$ cat src/lc4_isa_pkg.sv
`default_nettype none

package lc4_isa_pkg;

    // one machine word serves as instruction, data and address
    typedef logic [15:0] word_t;
    typedef logic [2:0] reg_idx_t;

    // bit 2 negative, bit 1 zero, bit 0 positive
    typedef logic [2:0] nzp_t;

    // major opcodes of the supported subset, insn[15:12]
    localparam logic [3:0] OPC_BR    = 4'b0000;
    localparam logic [3:0] OPC_ARITH = 4'b0001;
    localparam logic [3:0] OPC_LOGIC = 4'b0101;
    localparam logic [3:0] OPC_LDR   = 4'b0110;
    localparam logic [3:0] OPC_STR   = 4'b0111;
    localparam logic [3:0] OPC_CONST = 4'b1001;

    // sub-opcodes in insn[5:3] of the register forms
    localparam logic [2:0] SUB_ADD = 3'b000;
    localparam logic [2:0] SUB_SUB = 3'b010;
    localparam logic [2:0] SUB_AND = 3'b000;
    localparam logic [2:0] SUB_OR  = 3'b010;
    localparam logic [2:0] SUB_XOR = 3'b011;

    // field positions, all three-bit selects given by their low bit
    localparam int OPC_LSB = 12;
    localparam int RD_LSB  = 9;
    localparam int NZP_LSB = 9;
    localparam int RS_LSB  = 6;
    localparam int SUB_LSB = 3;
    localparam int RT_LSB  = 0;
    // set in arith and logic when the second operand is imm5
    localparam int IMM_FLAG_BIT = 5;

    // immediates all start at bit 0
    localparam int IMM5_W = 5;
    localparam int IMM6_W = 6;
    localparam int IMM9_W = 9;

endpackage

`default_nettype wire

$ cat src/lc4_pipe_pkg.sv
`default_nettype none

package lc4_pipe_pkg;

    // reason a stage holds a bubble, as seen on the writeback trace
    typedef enum logic [1:0] {
        STALL_NONE  = 2'd0,
        STALL_FLUSH = 2'd2,
        STALL_LOAD  = 2'd3
    } stall_code_t;

    // decoded control of one instruction, all zero for a bubble
    typedef struct packed {
        lc4_isa_pkg::reg_idx_t rs;
        lc4_isa_pkg::reg_idx_t rt;
        lc4_isa_pkg::reg_idx_t rd;
        logic                  rs_re;
        logic                  rt_re;
        logic                  rd_we;
        logic                  is_load;
        logic                  is_store;
        logic                  is_branch;
    } ctrl_t;

endpackage

`default_nettype wire

$ cat src/bypass_unit.sv
`timescale 1ns/1ps
`default_nettype none

module bypass_unit (
    input  wire lc4_pipe_pkg::ctrl_t i_x_ctrl,
    input  wire lc4_pipe_pkg::ctrl_t i_m_ctrl,
    input  wire lc4_pipe_pkg::ctrl_t i_w_ctrl,
    input  wire lc4_isa_pkg::word_t  i_x_rs_data,
    input  wire lc4_isa_pkg::word_t  i_x_rt_data,
    input  wire lc4_isa_pkg::word_t  i_m_result,
    input  wire lc4_isa_pkg::word_t  i_w_data,
    input  wire lc4_isa_pkg::word_t  i_m_store_data,
    output lc4_isa_pkg::word_t       o_rs,
    output lc4_isa_pkg::word_t       o_rt,
    output lc4_isa_pkg::word_t       o_store_data
);

    logic rs_mx;
    logic rs_wx;
    logic rt_mx;
    logic rt_wx;
    logic st_wm;

    // MX paths, the younger producer wins
    assign rs_mx = i_x_ctrl.rs_re && i_m_ctrl.rd_we && (i_m_ctrl.rd == i_x_ctrl.rs);
    assign rt_mx = i_x_ctrl.rt_re && i_m_ctrl.rd_we && (i_m_ctrl.rd == i_x_ctrl.rt);

    // WX paths
    assign rs_wx = i_x_ctrl.rs_re && i_w_ctrl.rd_we && (i_w_ctrl.rd == i_x_ctrl.rs);
    assign rt_wx = i_x_ctrl.rt_re && i_w_ctrl.rd_we && (i_w_ctrl.rd == i_x_ctrl.rt);

    assign o_rs = rs_mx ? i_m_result :
                  rs_wx ? i_w_data   :
                          i_x_rs_data;
    assign o_rt = rt_mx ? i_m_result :
                  rt_wx ? i_w_data   :
                          i_x_rt_data;

    // covers a load directly ahead of the store that supplies its data
    assign st_wm = i_m_ctrl.is_store && i_w_ctrl.rd_we && (i_w_ctrl.rd == i_m_ctrl.rt);

    assign o_store_data = st_wm ? i_w_data : i_m_store_data;

endmodule

`default_nettype wire

$ cat src/hazard_unit.sv
`timescale 1ns/1ps
`default_nettype none

module hazard_unit (
    input  wire lc4_pipe_pkg::ctrl_t i_d_ctrl,
    input  wire lc4_pipe_pkg::ctrl_t i_x_ctrl,
    input  wire lc4_isa_pkg::word_t  i_x_insn,
    input  wire lc4_pipe_pkg::ctrl_t i_m_ctrl,
    input  wire lc4_isa_pkg::nzp_t   i_m_nzp,
    input  wire lc4_isa_pkg::nzp_t   i_nzp_reg,
    output logic                     o_stall,
    output logic                     o_branch_taken,
    output lc4_pipe_pkg::stall_code_t o_stall_code
);

    logic              load_use;
    logic              load_branch;
    lc4_isa_pkg::nzp_t cur_nzp;

    // store data reaches M in time through the WM path
    assign load_use = i_x_ctrl.is_load &&
                      ((i_d_ctrl.rs_re && i_d_ctrl.rs == i_x_ctrl.rd) ||
                       (i_d_ctrl.rt_re && !i_d_ctrl.is_store && i_d_ctrl.rt == i_x_ctrl.rd));

    // the load nzp is only known once the load leaves M
    assign load_branch = i_d_ctrl.is_branch && i_x_ctrl.is_load;
    assign o_stall     = load_use || load_branch;

    // the instruction in M sets the condition one edge from now
    assign cur_nzp = i_m_ctrl.rd_we ? i_m_nzp : i_nzp_reg;

    assign o_branch_taken = i_x_ctrl.is_branch &&
                            |(i_x_insn[lc4_isa_pkg::NZP_LSB +: 3] & cur_nzp);

    assign o_stall_code = o_branch_taken ? lc4_pipe_pkg::STALL_FLUSH :
                          o_stall        ? lc4_pipe_pkg::STALL_LOAD  :
                                           lc4_pipe_pkg::STALL_NONE;

endmodule

`default_nettype wire

$ cat src/insn_decoder.sv
`timescale 1ns/1ps
`default_nettype none

module insn_decoder (
    input  wire lc4_isa_pkg::word_t i_insn,
    output lc4_pipe_pkg::ctrl_t     o_ctrl,
    output lc4_isa_pkg::word_t      o_imm
);

    logic [3:0] opcode;
    logic [2:0] sub_op;
    logic       imm_form;

    assign opcode   = i_insn[lc4_isa_pkg::OPC_LSB +: 4];
    assign sub_op   = i_insn[lc4_isa_pkg::SUB_LSB +: 3];
    assign imm_form = i_insn[lc4_isa_pkg::IMM_FLAG_BIT];

    always_comb begin
        o_ctrl    = '0;
        o_imm     = '0;
        o_ctrl.rd = i_insn[lc4_isa_pkg::RD_LSB +: 3];
        o_ctrl.rs = i_insn[lc4_isa_pkg::RS_LSB +: 3];
        o_ctrl.rt = i_insn[lc4_isa_pkg::RT_LSB +: 3];
        case (opcode)
            lc4_isa_pkg::OPC_BR: begin
                o_imm = 16'($signed(i_insn[lc4_isa_pkg::IMM9_W-1:0]));
                // nzp 000 never branches and decodes as a NOP
                o_ctrl.is_branch = |i_insn[lc4_isa_pkg::NZP_LSB +: 3];
            end
            lc4_isa_pkg::OPC_ARITH, lc4_isa_pkg::OPC_LOGIC: begin
                o_imm = 16'($signed(i_insn[lc4_isa_pkg::IMM5_W-1:0]));
                if (imm_form) begin
                    o_ctrl.rs_re = 1'b1;
                    o_ctrl.rd_we = 1'b1;
                end else if ((opcode == lc4_isa_pkg::OPC_ARITH &&
                              (sub_op == lc4_isa_pkg::SUB_ADD ||
                               sub_op == lc4_isa_pkg::SUB_SUB)) ||
                             (opcode == lc4_isa_pkg::OPC_LOGIC &&
                              (sub_op == lc4_isa_pkg::SUB_AND ||
                               sub_op == lc4_isa_pkg::SUB_OR ||
                               sub_op == lc4_isa_pkg::SUB_XOR))) begin
                    o_ctrl.rs_re = 1'b1;
                    o_ctrl.rt_re = 1'b1;
                    o_ctrl.rd_we = 1'b1;
                end
            end
            lc4_isa_pkg::OPC_LDR: begin
                o_imm          = 16'($signed(i_insn[lc4_isa_pkg::IMM6_W-1:0]));
                o_ctrl.rs_re   = 1'b1;
                o_ctrl.rd_we   = 1'b1;
                o_ctrl.is_load = 1'b1;
            end
            lc4_isa_pkg::OPC_STR: begin
                o_imm           = 16'($signed(i_insn[lc4_isa_pkg::IMM6_W-1:0]));
                // the stored register sits in the rd field
                o_ctrl.rt       = i_insn[lc4_isa_pkg::RD_LSB +: 3];
                o_ctrl.rs_re    = 1'b1;
                o_ctrl.rt_re    = 1'b1;
                o_ctrl.is_store = 1'b1;
            end
            lc4_isa_pkg::OPC_CONST: begin
                o_imm        = 16'($signed(i_insn[lc4_isa_pkg::IMM9_W-1:0]));
                o_ctrl.rd_we = 1'b1;
            end
            default: begin
                o_imm = '0;
            end
        endcase
    end

endmodule

`default_nettype wire

$ cat src/lc4_alu.sv
`timescale 1ns/1ps
`default_nettype none

module lc4_alu (
    input  wire lc4_isa_pkg::word_t i_insn,
    input  wire lc4_isa_pkg::word_t i_pc,
    input  wire lc4_isa_pkg::word_t i_rs,
    input  wire lc4_isa_pkg::word_t i_rt,
    input  wire lc4_isa_pkg::word_t i_imm,
    output lc4_isa_pkg::word_t      o_result
);

    logic [2:0] sub_op;
    logic       imm_form;

    assign sub_op   = i_insn[lc4_isa_pkg::SUB_LSB +: 3];
    assign imm_form = i_insn[lc4_isa_pkg::IMM_FLAG_BIT];

    always_comb begin
        case (i_insn[lc4_isa_pkg::OPC_LSB +: 4])
            // branch target relative to the next instruction
            lc4_isa_pkg::OPC_BR: o_result = i_pc + 16'd1 + i_imm;
            lc4_isa_pkg::OPC_ARITH: begin
                if (imm_form) begin
                    o_result = i_rs + i_imm;
                end else begin
                    case (sub_op)
                        lc4_isa_pkg::SUB_ADD: o_result = i_rs + i_rt;
                        lc4_isa_pkg::SUB_SUB: o_result = i_rs - i_rt;
                        default:              o_result = '0;
                    endcase
                end
            end
            lc4_isa_pkg::OPC_LOGIC: begin
                if (imm_form) begin
                    o_result = i_rs & i_imm;
                end else begin
                    case (sub_op)
                        lc4_isa_pkg::SUB_AND: o_result = i_rs & i_rt;
                        lc4_isa_pkg::SUB_OR:  o_result = i_rs | i_rt;
                        lc4_isa_pkg::SUB_XOR: o_result = i_rs ^ i_rt;
                        default:              o_result = '0;
                    endcase
                end
            end
            // effective address for memory access
            lc4_isa_pkg::OPC_LDR, lc4_isa_pkg::OPC_STR: o_result = i_rs + i_imm;
            lc4_isa_pkg::OPC_CONST: o_result = i_imm;
            default: o_result = '0;
        endcase
    end

endmodule

`default_nettype wire

$ cat src/lc4_pipeline.sv
`timescale 1ns/1ps
`default_nettype none

module lc4_pipeline #(
    parameter lc4_isa_pkg::word_t RESET_PC = 16'h0000
) (
    input  wire                        gwe,
    input  wire                        i_rst_n,
    output lc4_isa_pkg::word_t         o_imem_addr,
    input  wire lc4_isa_pkg::word_t    i_imem_insn,
    output lc4_isa_pkg::word_t         o_dmem_addr,
    output logic                       o_dmem_we,
    output lc4_isa_pkg::word_t         o_dmem_wdata,
    input  wire lc4_isa_pkg::word_t    i_dmem_rdata,
    output lc4_isa_pkg::word_t         o_wb_pc,
    output lc4_isa_pkg::word_t         o_wb_insn,
    output logic                       o_wb_we,
    output lc4_isa_pkg::reg_idx_t      o_wb_wsel,
    output lc4_isa_pkg::word_t         o_wb_data,
    output lc4_pipe_pkg::stall_code_t  o_wb_stall
);

    lc4_isa_pkg::word_t        pc;
    lc4_isa_pkg::word_t        pc_next;

    lc4_isa_pkg::word_t        d_pc, d_insn, d_imm, rf_rs_data, rf_rt_data;
    lc4_pipe_pkg::ctrl_t       d_ctrl;
    lc4_pipe_pkg::stall_code_t d_stall;

    lc4_isa_pkg::word_t        x_pc, x_insn, x_imm, x_rs_data, x_rt_data;
    lc4_isa_pkg::word_t        bp_rs, bp_rt, alu_result;
    lc4_pipe_pkg::ctrl_t       x_ctrl;
    lc4_pipe_pkg::stall_code_t x_stall;

    lc4_isa_pkg::word_t        m_pc, m_insn, m_result, m_store_data, bp_store_data, m_value;
    lc4_pipe_pkg::ctrl_t       m_ctrl;
    lc4_pipe_pkg::stall_code_t m_stall;
    lc4_isa_pkg::nzp_t         m_nzp, nzp_reg;

    lc4_isa_pkg::word_t        w_pc, w_insn, w_result, w_load_data, w_data;
    lc4_pipe_pkg::ctrl_t       w_ctrl;
    lc4_pipe_pkg::stall_code_t w_stall;

    logic                      hz_stall;
    logic                      hz_taken;
    lc4_pipe_pkg::stall_code_t hz_code;

    // fetch
    assign pc_next     = hz_taken ? alu_result : (hz_stall ? pc : pc + 16'd1);
    assign o_imem_addr = pc;

    always_ff @(posedge gwe) begin
        if (!i_rst_n) begin
            pc <= RESET_PC;
        end else begin
            pc <= pc_next;
        end
    end

    // decode, held on a stall and emptied by a taken branch
    always_ff @(posedge gwe) begin
        if (!i_rst_n || hz_taken) begin
            d_pc    <= '0;
            d_insn  <= '0;
            d_stall <= lc4_pipe_pkg::STALL_FLUSH;
        end else if (!hz_stall) begin
            d_pc    <= pc;
            d_insn  <= i_imem_insn;
            d_stall <= lc4_pipe_pkg::STALL_NONE;
        end
    end

    insn_decoder u_decoder (
        .i_insn (d_insn),
        .o_ctrl (d_ctrl),
        .o_imm  (d_imm)
    );

    lc4_regfile u_regfile (
        .gwe       (gwe),
        .i_rst_n   (i_rst_n),
        .i_rs      (d_ctrl.rs),
        .i_rt      (d_ctrl.rt),
        .o_rs_data (rf_rs_data),
        .o_rt_data (rf_rt_data),
        .i_rd      (w_ctrl.rd),
        .i_wdata   (w_data),
        .i_we      (w_ctrl.rd_we)
    );

    hazard_unit u_hazard (
        .i_d_ctrl       (d_ctrl),
        .i_x_ctrl       (x_ctrl),
        .i_x_insn       (x_insn),
        .i_m_ctrl       (m_ctrl),
        .i_m_nzp        (m_nzp),
        .i_nzp_reg      (nzp_reg),
        .o_stall        (hz_stall),
        .o_branch_taken (hz_taken),
        .o_stall_code   (hz_code)
    );

    // execute, a bubble enters on a stall or a taken branch
    always_ff @(posedge gwe) begin
        if (!i_rst_n) begin
            x_pc    <= '0;
            x_insn  <= '0;
            x_ctrl  <= '0;
            x_stall <= lc4_pipe_pkg::STALL_FLUSH;
        end else if (hz_code != lc4_pipe_pkg::STALL_NONE) begin
            x_pc    <= '0;
            x_insn  <= '0;
            x_ctrl  <= '0;
            x_stall <= hz_code;
        end else begin
            x_pc    <= d_pc;
            x_insn  <= d_insn;
            x_ctrl  <= d_ctrl;
            x_stall <= d_stall;
        end
    end

    always_ff @(posedge gwe) begin
        x_imm     <= d_imm;
        x_rs_data <= rf_rs_data;
        x_rt_data <= rf_rt_data;
    end

    bypass_unit u_bypass (
        .i_x_ctrl       (x_ctrl),
        .i_m_ctrl       (m_ctrl),
        .i_w_ctrl       (w_ctrl),
        .i_x_rs_data    (x_rs_data),
        .i_x_rt_data    (x_rt_data),
        .i_m_result     (m_result),
        .i_w_data       (w_data),
        .i_m_store_data (m_store_data),
        .o_rs           (bp_rs),
        .o_rt           (bp_rt),
        .o_store_data   (bp_store_data)
    );

    lc4_alu u_alu (
        .i_insn   (x_insn),
        .i_pc     (x_pc),
        .i_rs     (bp_rs),
        .i_rt     (bp_rt),
        .i_imm    (x_imm),
        .o_result (alu_result)
    );

    // memory
    always_ff @(posedge gwe) begin
        if (!i_rst_n) begin
            m_pc    <= '0;
            m_insn  <= '0;
            m_ctrl  <= '0;
            m_stall <= lc4_pipe_pkg::STALL_FLUSH;
        end else begin
            m_pc    <= x_pc;
            m_insn  <= x_insn;
            m_ctrl  <= x_ctrl;
            m_stall <= x_stall;
        end
    end

    always_ff @(posedge gwe) begin
        m_result     <= alu_result;
        m_store_data <= bp_rt;
    end

    assign o_dmem_addr  = (m_ctrl.is_load || m_ctrl.is_store) ? m_result : '0;
    assign o_dmem_we    = m_ctrl.is_store;
    assign o_dmem_wdata = m_ctrl.is_store ? bp_store_data : '0;

    // condition code of the value this instruction will write
    assign m_value = m_ctrl.is_load ? i_dmem_rdata : m_result;
    assign m_nzp   = m_value[15]     ? 3'b100 :
                     (m_value == '0) ? 3'b010 :
                                       3'b001;

    always_ff @(posedge gwe) begin
        if (!i_rst_n) begin
            nzp_reg <= '0;
        end else if (m_ctrl.rd_we) begin
            nzp_reg <= m_nzp;
        end
    end

    // writeback
    always_ff @(posedge gwe) begin
        if (!i_rst_n) begin
            w_pc    <= '0;
            w_insn  <= '0;
            w_ctrl  <= '0;
            w_stall <= lc4_pipe_pkg::STALL_FLUSH;
        end else begin
            w_pc    <= m_pc;
            w_insn  <= m_insn;
            w_ctrl  <= m_ctrl;
            w_stall <= m_stall;
        end
    end

    always_ff @(posedge gwe) begin
        w_result    <= m_result;
        w_load_data <= i_dmem_rdata;
    end

    assign w_data = w_ctrl.is_load ? w_load_data : w_result;

    assign o_wb_pc    = w_pc;
    assign o_wb_insn  = w_insn;
    assign o_wb_we    = w_ctrl.rd_we;
    assign o_wb_wsel  = w_ctrl.rd;
    assign o_wb_data  = w_data;
    assign o_wb_stall = w_stall;

endmodule

`default_nettype wire

$ cat src/lc4_regfile.sv
`timescale 1ns/1ps
`default_nettype none

module lc4_regfile (
    input  wire                        gwe,
    input  wire                        i_rst_n,
    input  wire lc4_isa_pkg::reg_idx_t i_rs,
    input  wire lc4_isa_pkg::reg_idx_t i_rt,
    output lc4_isa_pkg::word_t         o_rs_data,
    output lc4_isa_pkg::word_t         o_rt_data,
    input  wire lc4_isa_pkg::reg_idx_t i_rd,
    input  wire lc4_isa_pkg::word_t    i_wdata,
    input  wire                        i_we
);

    lc4_isa_pkg::word_t regs [8];

    always_ff @(posedge gwe) begin
        if (!i_rst_n) begin
            for (int i = 0; i < 8; i++) begin
                regs[i] <= '0;
            end
        end else if (i_we) begin
            regs[i_rd] <= i_wdata;
        end
    end

    // a write in W is visible to the read in D of the same cycle
    assign o_rs_data = (i_we && i_rd == i_rs) ? i_wdata : regs[i_rs];
    assign o_rt_data = (i_we && i_rd == i_rt) ? i_wdata : regs[i_rt];

endmodule

`default_nettype wire

$ cat config.mk
export PLATFORM = sky130hd
export DESIGN_NAME = lc4_pipeline
export DESIGN_NICKNAME = d
export VERILOG_FILES = /design/src/lc4_isa_pkg.sv /design/src/lc4_pipe_pkg.sv /design/src/bypass_unit.sv /design/src/hazard_unit.sv /design/src/insn_decoder.sv /design/src/lc4_alu.sv /design/src/lc4_pipeline.sv /design/src/lc4_regfile.sv
export SDC_FILE = /design/constraint.sdc
export NUM_CORES = 1
export LEC_CHECK = 0
export ABC_CLOCK_PERIOD_IN_PS = 5300
export BUFFER_PORTS_ARGS = -buffer_cell sky130_fd_sc_hd__buf_2
export CORE_MARGIN = 2
export CORE_UTILIZATION = 25
export CTS_CLUSTER_SIZE = 14
export DETAILED_ROUTE_END_ITERATION = 12
export HOLD_SLACK_MARGIN = 0.06
export SLEW_MARGIN = 20
export SYNTH_ARGS = -nofsm -noshare
export SYNTH_HDL_FRONTEND = slang
export SYNTH_SLANG_ARGS = --single-unit
$ cat constraint.sdc
create_clock -name gwe -period 5.3 [get_ports gwe]
set_input_delay 1.06 -clock gwe [delete_from_list [all_inputs] [get_ports gwe]]
set_output_delay 1.06 -clock gwe [all_outputs]
set_load 0.02 [all_outputs]
==> impl_metrics.prom <==
# TYPE chip_impl_metric gauge
chip_impl_metric{name="timing.reg2reg.worst_path_depth",unit=""} 19
chip_impl_metric{name="place_area",unit="um2"} 22100
chip_impl_info{name="cts.root.buffer_cell",value="sky130_fd_sc_hd__clkbuf_16"} 1
chip_impl_metric{name="share_seq_of_total_power",unit=""} 0.429
chip_impl_metric{name="finClkSkew",unit="ns"} 0.0237
chip_impl_metric{name="path_buf_inv",unit=""} 2
chip_impl_info{name="min_delay_worst_endpoint",value="o_wb_stall[1]"} 1
chip_impl_info{name="regToRegEndpoint",value="o_imem_addr[15]"} 1
chip_impl_metric{name="dr_vias",unit=""} 15200
chip_impl_metric{name="grt_total_usage",unit=""} 0.154
chip_impl_metric{name="r2r_setup_slack",unit="ns"} 0.45
chip_impl_metric{name="fin_tns_setup",unit="ns"} 0
chip_impl_metric{name="clock_power_share",unit=""} 0.422
chip_impl_metric{name="nNetsFinal",unit=""} 2189
chip_impl_metric{name="num_io_pins",unit=""} 137
chip_impl_metric{name="crit_path_max_fanout",unit=""} 8
chip_impl_info{name="start_kind",value="register"} 1
chip_impl_metric{name="power_report.internal_total",unit="W"} 0.00595
chip_impl_info{name="postSynth.topFlopCell",value="sky130_fd_sc_hd__dfxtp_1"} 1
chip_impl_metric{name="p_sw_frac",unit=""} 0.273
chip_impl_metric{name="htree_levels",unit=""} 2
chip_impl_info{name="critPathKind",value="register to register"} 1
chip_impl_metric{name="multi_input_area",unit="um2"} 9810
chip_impl_metric{name="worst_skew_pair.late_latency",unit="ns"} 0.59
chip_impl_metric{name="design.die.area",unit="um2"} 82000
chip_impl_info{name="tritoncts",value="done"} 1
chip_impl_metric{name="synth_enable_flop_cells",unit=""} 128
chip_impl_info{name="reg2reg_from",value="x_ctrl[11]"} 1
chip_impl_info{name="grt_setup_unrepaired",value="false"} 1
chip_impl_info{name="layout_common_cells",value="sky130_fd_sc_hd__dfxtp_1, sky130_fd_sc_hd__nor2_1, sky130_fd_sc_hd__buf_2, sky130_fd_sc_hd__nand2_1, sky130_fd_sc_hd__edfxtp_1"} 1
chip_impl_info{name="commonest_non_fill_non_tap_cell_in_the_layout",value="sky130_fd_sc_hd__dfxtp_1"} 1
chip_impl_metric{name="grt_antenna_before_repair",unit=""} 4
chip_impl_metric{name="timing.max_cap.violations",unit=""} 0
chip_impl_metric{name="layout_min_cycle_time",unit="ns"} 4.85
chip_impl_metric{name="synthToLayoutAreaGrowth",unit="%"} 19.2
chip_impl_metric{name="route.detailed.wl_per_inst",unit="um"} 20.4
chip_impl_metric{name="core_region_area",unit="um2"} 79000
chip_impl_metric{name="synth_sequential_area_ratio",unit=""} 0.473
chip_impl_metric{name="io_buffer_count",unit=""} 136
chip_impl_info{name="largest-register",value="u_regfile.regs"} 1
chip_impl_metric{name="grt_start_max_net_pins",unit=""} 64
chip_impl_metric{name="final_layout_size_suffix_gt1_frac",unit=""} 0.179
chip_impl_metric{name="critical_path_required",unit="ns"} 5.75
chip_impl_metric{name="share_comb_of_total_power",unit=""} 0.149
chip_impl_info{name="path_cells",value="xor2_2 -> or4_1 -> buf_4 -> nor2_1 -> a21oi_1 -> o21ai_0 -> inv_1 -> ha_1 -> mux2i_1 -> ha_1 -> nor2b_1 -> o31a_1 -> o31ai_1 -> a21oi_1 -> nor4_1 -> nor2_1 -> and4_1 -> a2111oi_2 -> a31oi_1"} 1
chip_impl_metric{name="diodes",unit=""} 0
chip_impl_metric{name="grt_pass1_wl",unit="mm"} 95.5
chip_impl_metric{name="max-vdd-ir-drop",unit="uV"} 227
chip_impl_metric{name="tightestPinTransition",unit="ns"} 1.09
chip_impl_metric{name="routabilityCongestion",unit=""} 0.927
chip_impl_metric{name="crit_arrival",unit="ns"} 5.30
chip_impl_metric{name="cts_hold_buffers",unit=""} 0
chip_impl_metric{name="tritoncts_num_sinks",unit=""} 407
chip_impl_metric{name="routed_wl",unit="mm"} 64.3
chip_impl_metric{name="drt_pre_antenna_iters",unit=""} 5
chip_impl_metric{name="tritoncts.num_buffers",unit=""} 45
chip_impl_metric{name="syn-mean-instance-area",unit="um2"} 10.3
chip_impl_metric{name="leakage",unit="nW"} 10.1
chip_impl_metric{name="number_of_global_route_vias_before_repair",unit=""} 14600
chip_impl_metric{name="postLayoutCellArea",unit="um2"} 23800
chip_impl_metric{name="worstHoldPathCells",unit=""} 1
chip_impl_metric{name="finalSetupViolCount",unit=""} 0
chip_impl_metric{name="dieHeight",unit="um"} 286
chip_impl_metric{name="timing_max_transition_violations_final",unit=""} 0
chip_impl_metric{name="final.period_utilization",unit=""} 0.916
chip_impl_metric{name="final-hold-violation-count",unit=""} 0
chip_impl_metric{name="async_reset_ff_frac",unit=""} 0
chip_impl_metric{name="synth_warnings",unit=""} 0
chip_impl_metric{name="netlist_area",unit="um2"} 19900
chip_impl_metric{name="initial_core_util",unit=""} 0.252
chip_impl_metric{name="largest_register_ff_count",unit=""} 128
chip_impl_metric{name="placement_rows",unit=""} 103
chip_impl_metric{name="cts.path.max_buffers",unit=""} 3
chip_impl_metric{name="antenna_left",unit=""} 0
chip_impl_metric{name="cts.repair_timing.setup_buffer_count",unit=""} 0
chip_impl_metric{name="detail_route.iter0.violations",unit=""} 1258
chip_impl_info{name="outcome",value="completed"} 1
chip_impl_metric{name="synth_fp_nets",unit=""} 2056
chip_impl_metric{name="overflow",unit=""} 0
chip_impl_metric{name="drt_drc_violations_left",unit=""} 0
chip_impl_info{name="holdCritStartpoint",value="m_stall[1]"} 1
chip_impl_metric{name="total_power_per_unit_cell_area",unit="nW/um2"} 344
chip_impl_metric{name="filler_cell_count",unit=""} 8145
chip_impl_info{name="min_path_type",value="register to register"} 1
chip_impl_metric{name="post_cts_clock_slew_at_the_launch_and_capture_registers_of_the_worst_setup_and_hold_paths",unit="ns"} 0.06
chip_impl_metric{name="fmax",unit="GHz"} 0.206
chip_impl_metric{name="slew_headroom",unit=""} 0.271
chip_impl_metric{name="synth_cell_type_count",unit=""} 77
chip_impl_metric{name="fp.dieW",unit="um"} 286
chip_impl_metric{name="sequential_cell_area",unit="um2"} 9430
chip_impl_metric{name="ys_ff_latch",unit=""} 407
chip_impl_info{name="crit_path_top_delay_cell",value="sky130_fd_sc_hd__or4_1"} 1
chip_impl_metric{name="cts_resized",unit=""} 0
chip_impl_metric{name="hpwl",unit="mm"} 46.9
chip_impl_metric{name="gate_count_of_the_mapped_netlist",unit=""} 1941
chip_impl_metric{name="total_switching_power",unit="W"} 0.00223
chip_impl_metric{name="vias_per_cell",unit=""} 4.82
chip_impl_metric{name="cp_slowest_stage_delay",unit="ns"} 0.58
chip_impl_info{name="crit_path_end_kind",value="register"} 1
chip_impl_info{name="critical-path-top-delay-family",value="simple AND/OR/NAND/NOR gates"} 1
## metrics by stage
step / cells / hold slack, ns / setup slack (ns) / power [W] / utilization
2_1_floorplan: 1941 / 0.367 / 0.765 / 0.00433 / -
3_3_place_gp: 3076 / 0.393 / 0.490 / 0.00477 / 0.279
3_5_place_dp: 3077 / 0.399 / 0.495 / 0.00478 / 0.280
4_1_cts: 3161 / 0.415 / 0.471 / 0.00823 / 0.301
5_1_grt: 3161 / 0.425 / 0.0360 / 0.00850 / 0.301
6_report: 3161 / 0.412 / 0.447 / 0.00818 / 0.301
## power by group through the flow
stage	clock network [W]	registers (W)	logic, W
global route	0.00365	0.00352	0.00133
floorplan	0	0.00349	0.000834
detailed placement	0	0.00357	0.00120
global placement	0	0.00357	0.00120
CTS	0.00351	0.00351	0.00121
finish	0.00345	0.00351	0.00122
## synth_stat cells, types with 45 or more instances
cell	count	area, um2
sky130_fd_sc_hd__and2_1	110	688
sky130_fd_sc_hd__nor2_1	256	961
sky130_fd_sc_hd__xnor2_1	51	447
sky130_fd_sc_hd__a21oi_1	100	500
sky130_fd_sc_hd__dfxtp_1	279	5590
sky130_fd_sc_hd__o21ai_0	68	340
sky130_fd_sc_hd__edfxtp_1	128	3840
sky130_fd_sc_hd__mux4_2	64	1440
sky130_fd_sc_hd__clkbuf_1	89	334
sky130_fd_sc_hd__ha_1	78	976
sky130_fd_sc_hd__mux2i_1	79	791
sky130_fd_sc_hd__inv_1	70	263
sky130_fd_sc_hd__a211oi_1	45	338
sky130_fd_sc_hd__nand2_1	129	484
## layer usage
metal	part of all wire	track usage
met5	0.00054	0
met4	0.028	0.0462
met3	0.062	0.0280
met2	0.50	0.273
met1	0.41	0.188
## worst max path at each step
stage | startpoint | to | slack (ns) | cells past startpoint
detailed placement | x_ctrl[11] | o_imem_addr[15] | 0.50 | 19
CTS | x_ctrl[11] | o_imem_addr[15] | 0.47 | 19
finish | x_ctrl[11] | o_imem_addr[15] | 0.45 | 19
global route | x_ctrl[11] | o_imem_addr[14] | 0.04 | 21
global placement | x_ctrl[11] | o_imem_addr[15] | 0.49 | 19
floorplan | o_wb_we | o_imem_addr[14] | 0.77 | 22
## cell type report
| class | count | area share |
|---|---|---|
| Inverter | 73 | 0.0115 |
| Clock inverter | 30 | 0.0186 |
| Multi-Input combinational cell | 1339 | 0.413 |
| Timing Repair Buffer | 208 | 0.0538 |
| Clock buffer | 54 | 0.0514 |
| Sequential cell | 407 | 0.397 |
| Tap cell | 1050 | 0.0553 |
## cell families after synthesis
family | after synthesis | share of synthesized area
and+or+nand+nor | 657 | 0.159
DFF | 407 | 0.473
AOI/OAI and AO/OA | 366 | 0.123
buffers and inverters | 195 | 0.0398
muxes | 145 | 0.113
xor gates and xnor gates | 90 | 0.0399
adders and majority gates | 81 | 0.0519
## worst reg2reg max path: cells and delay by family (launching register included)
family,cells,cell delay [ns]
simple gates,6,1.54
compound gates,7,1.50
fa+ha+maj,2,0.56
flops,1,0.35
buf+inv,2,0.31
mux,1,0.24
xor+xnor,1,0.20
No activity file was read; power rests on OpenSTA's default activity.
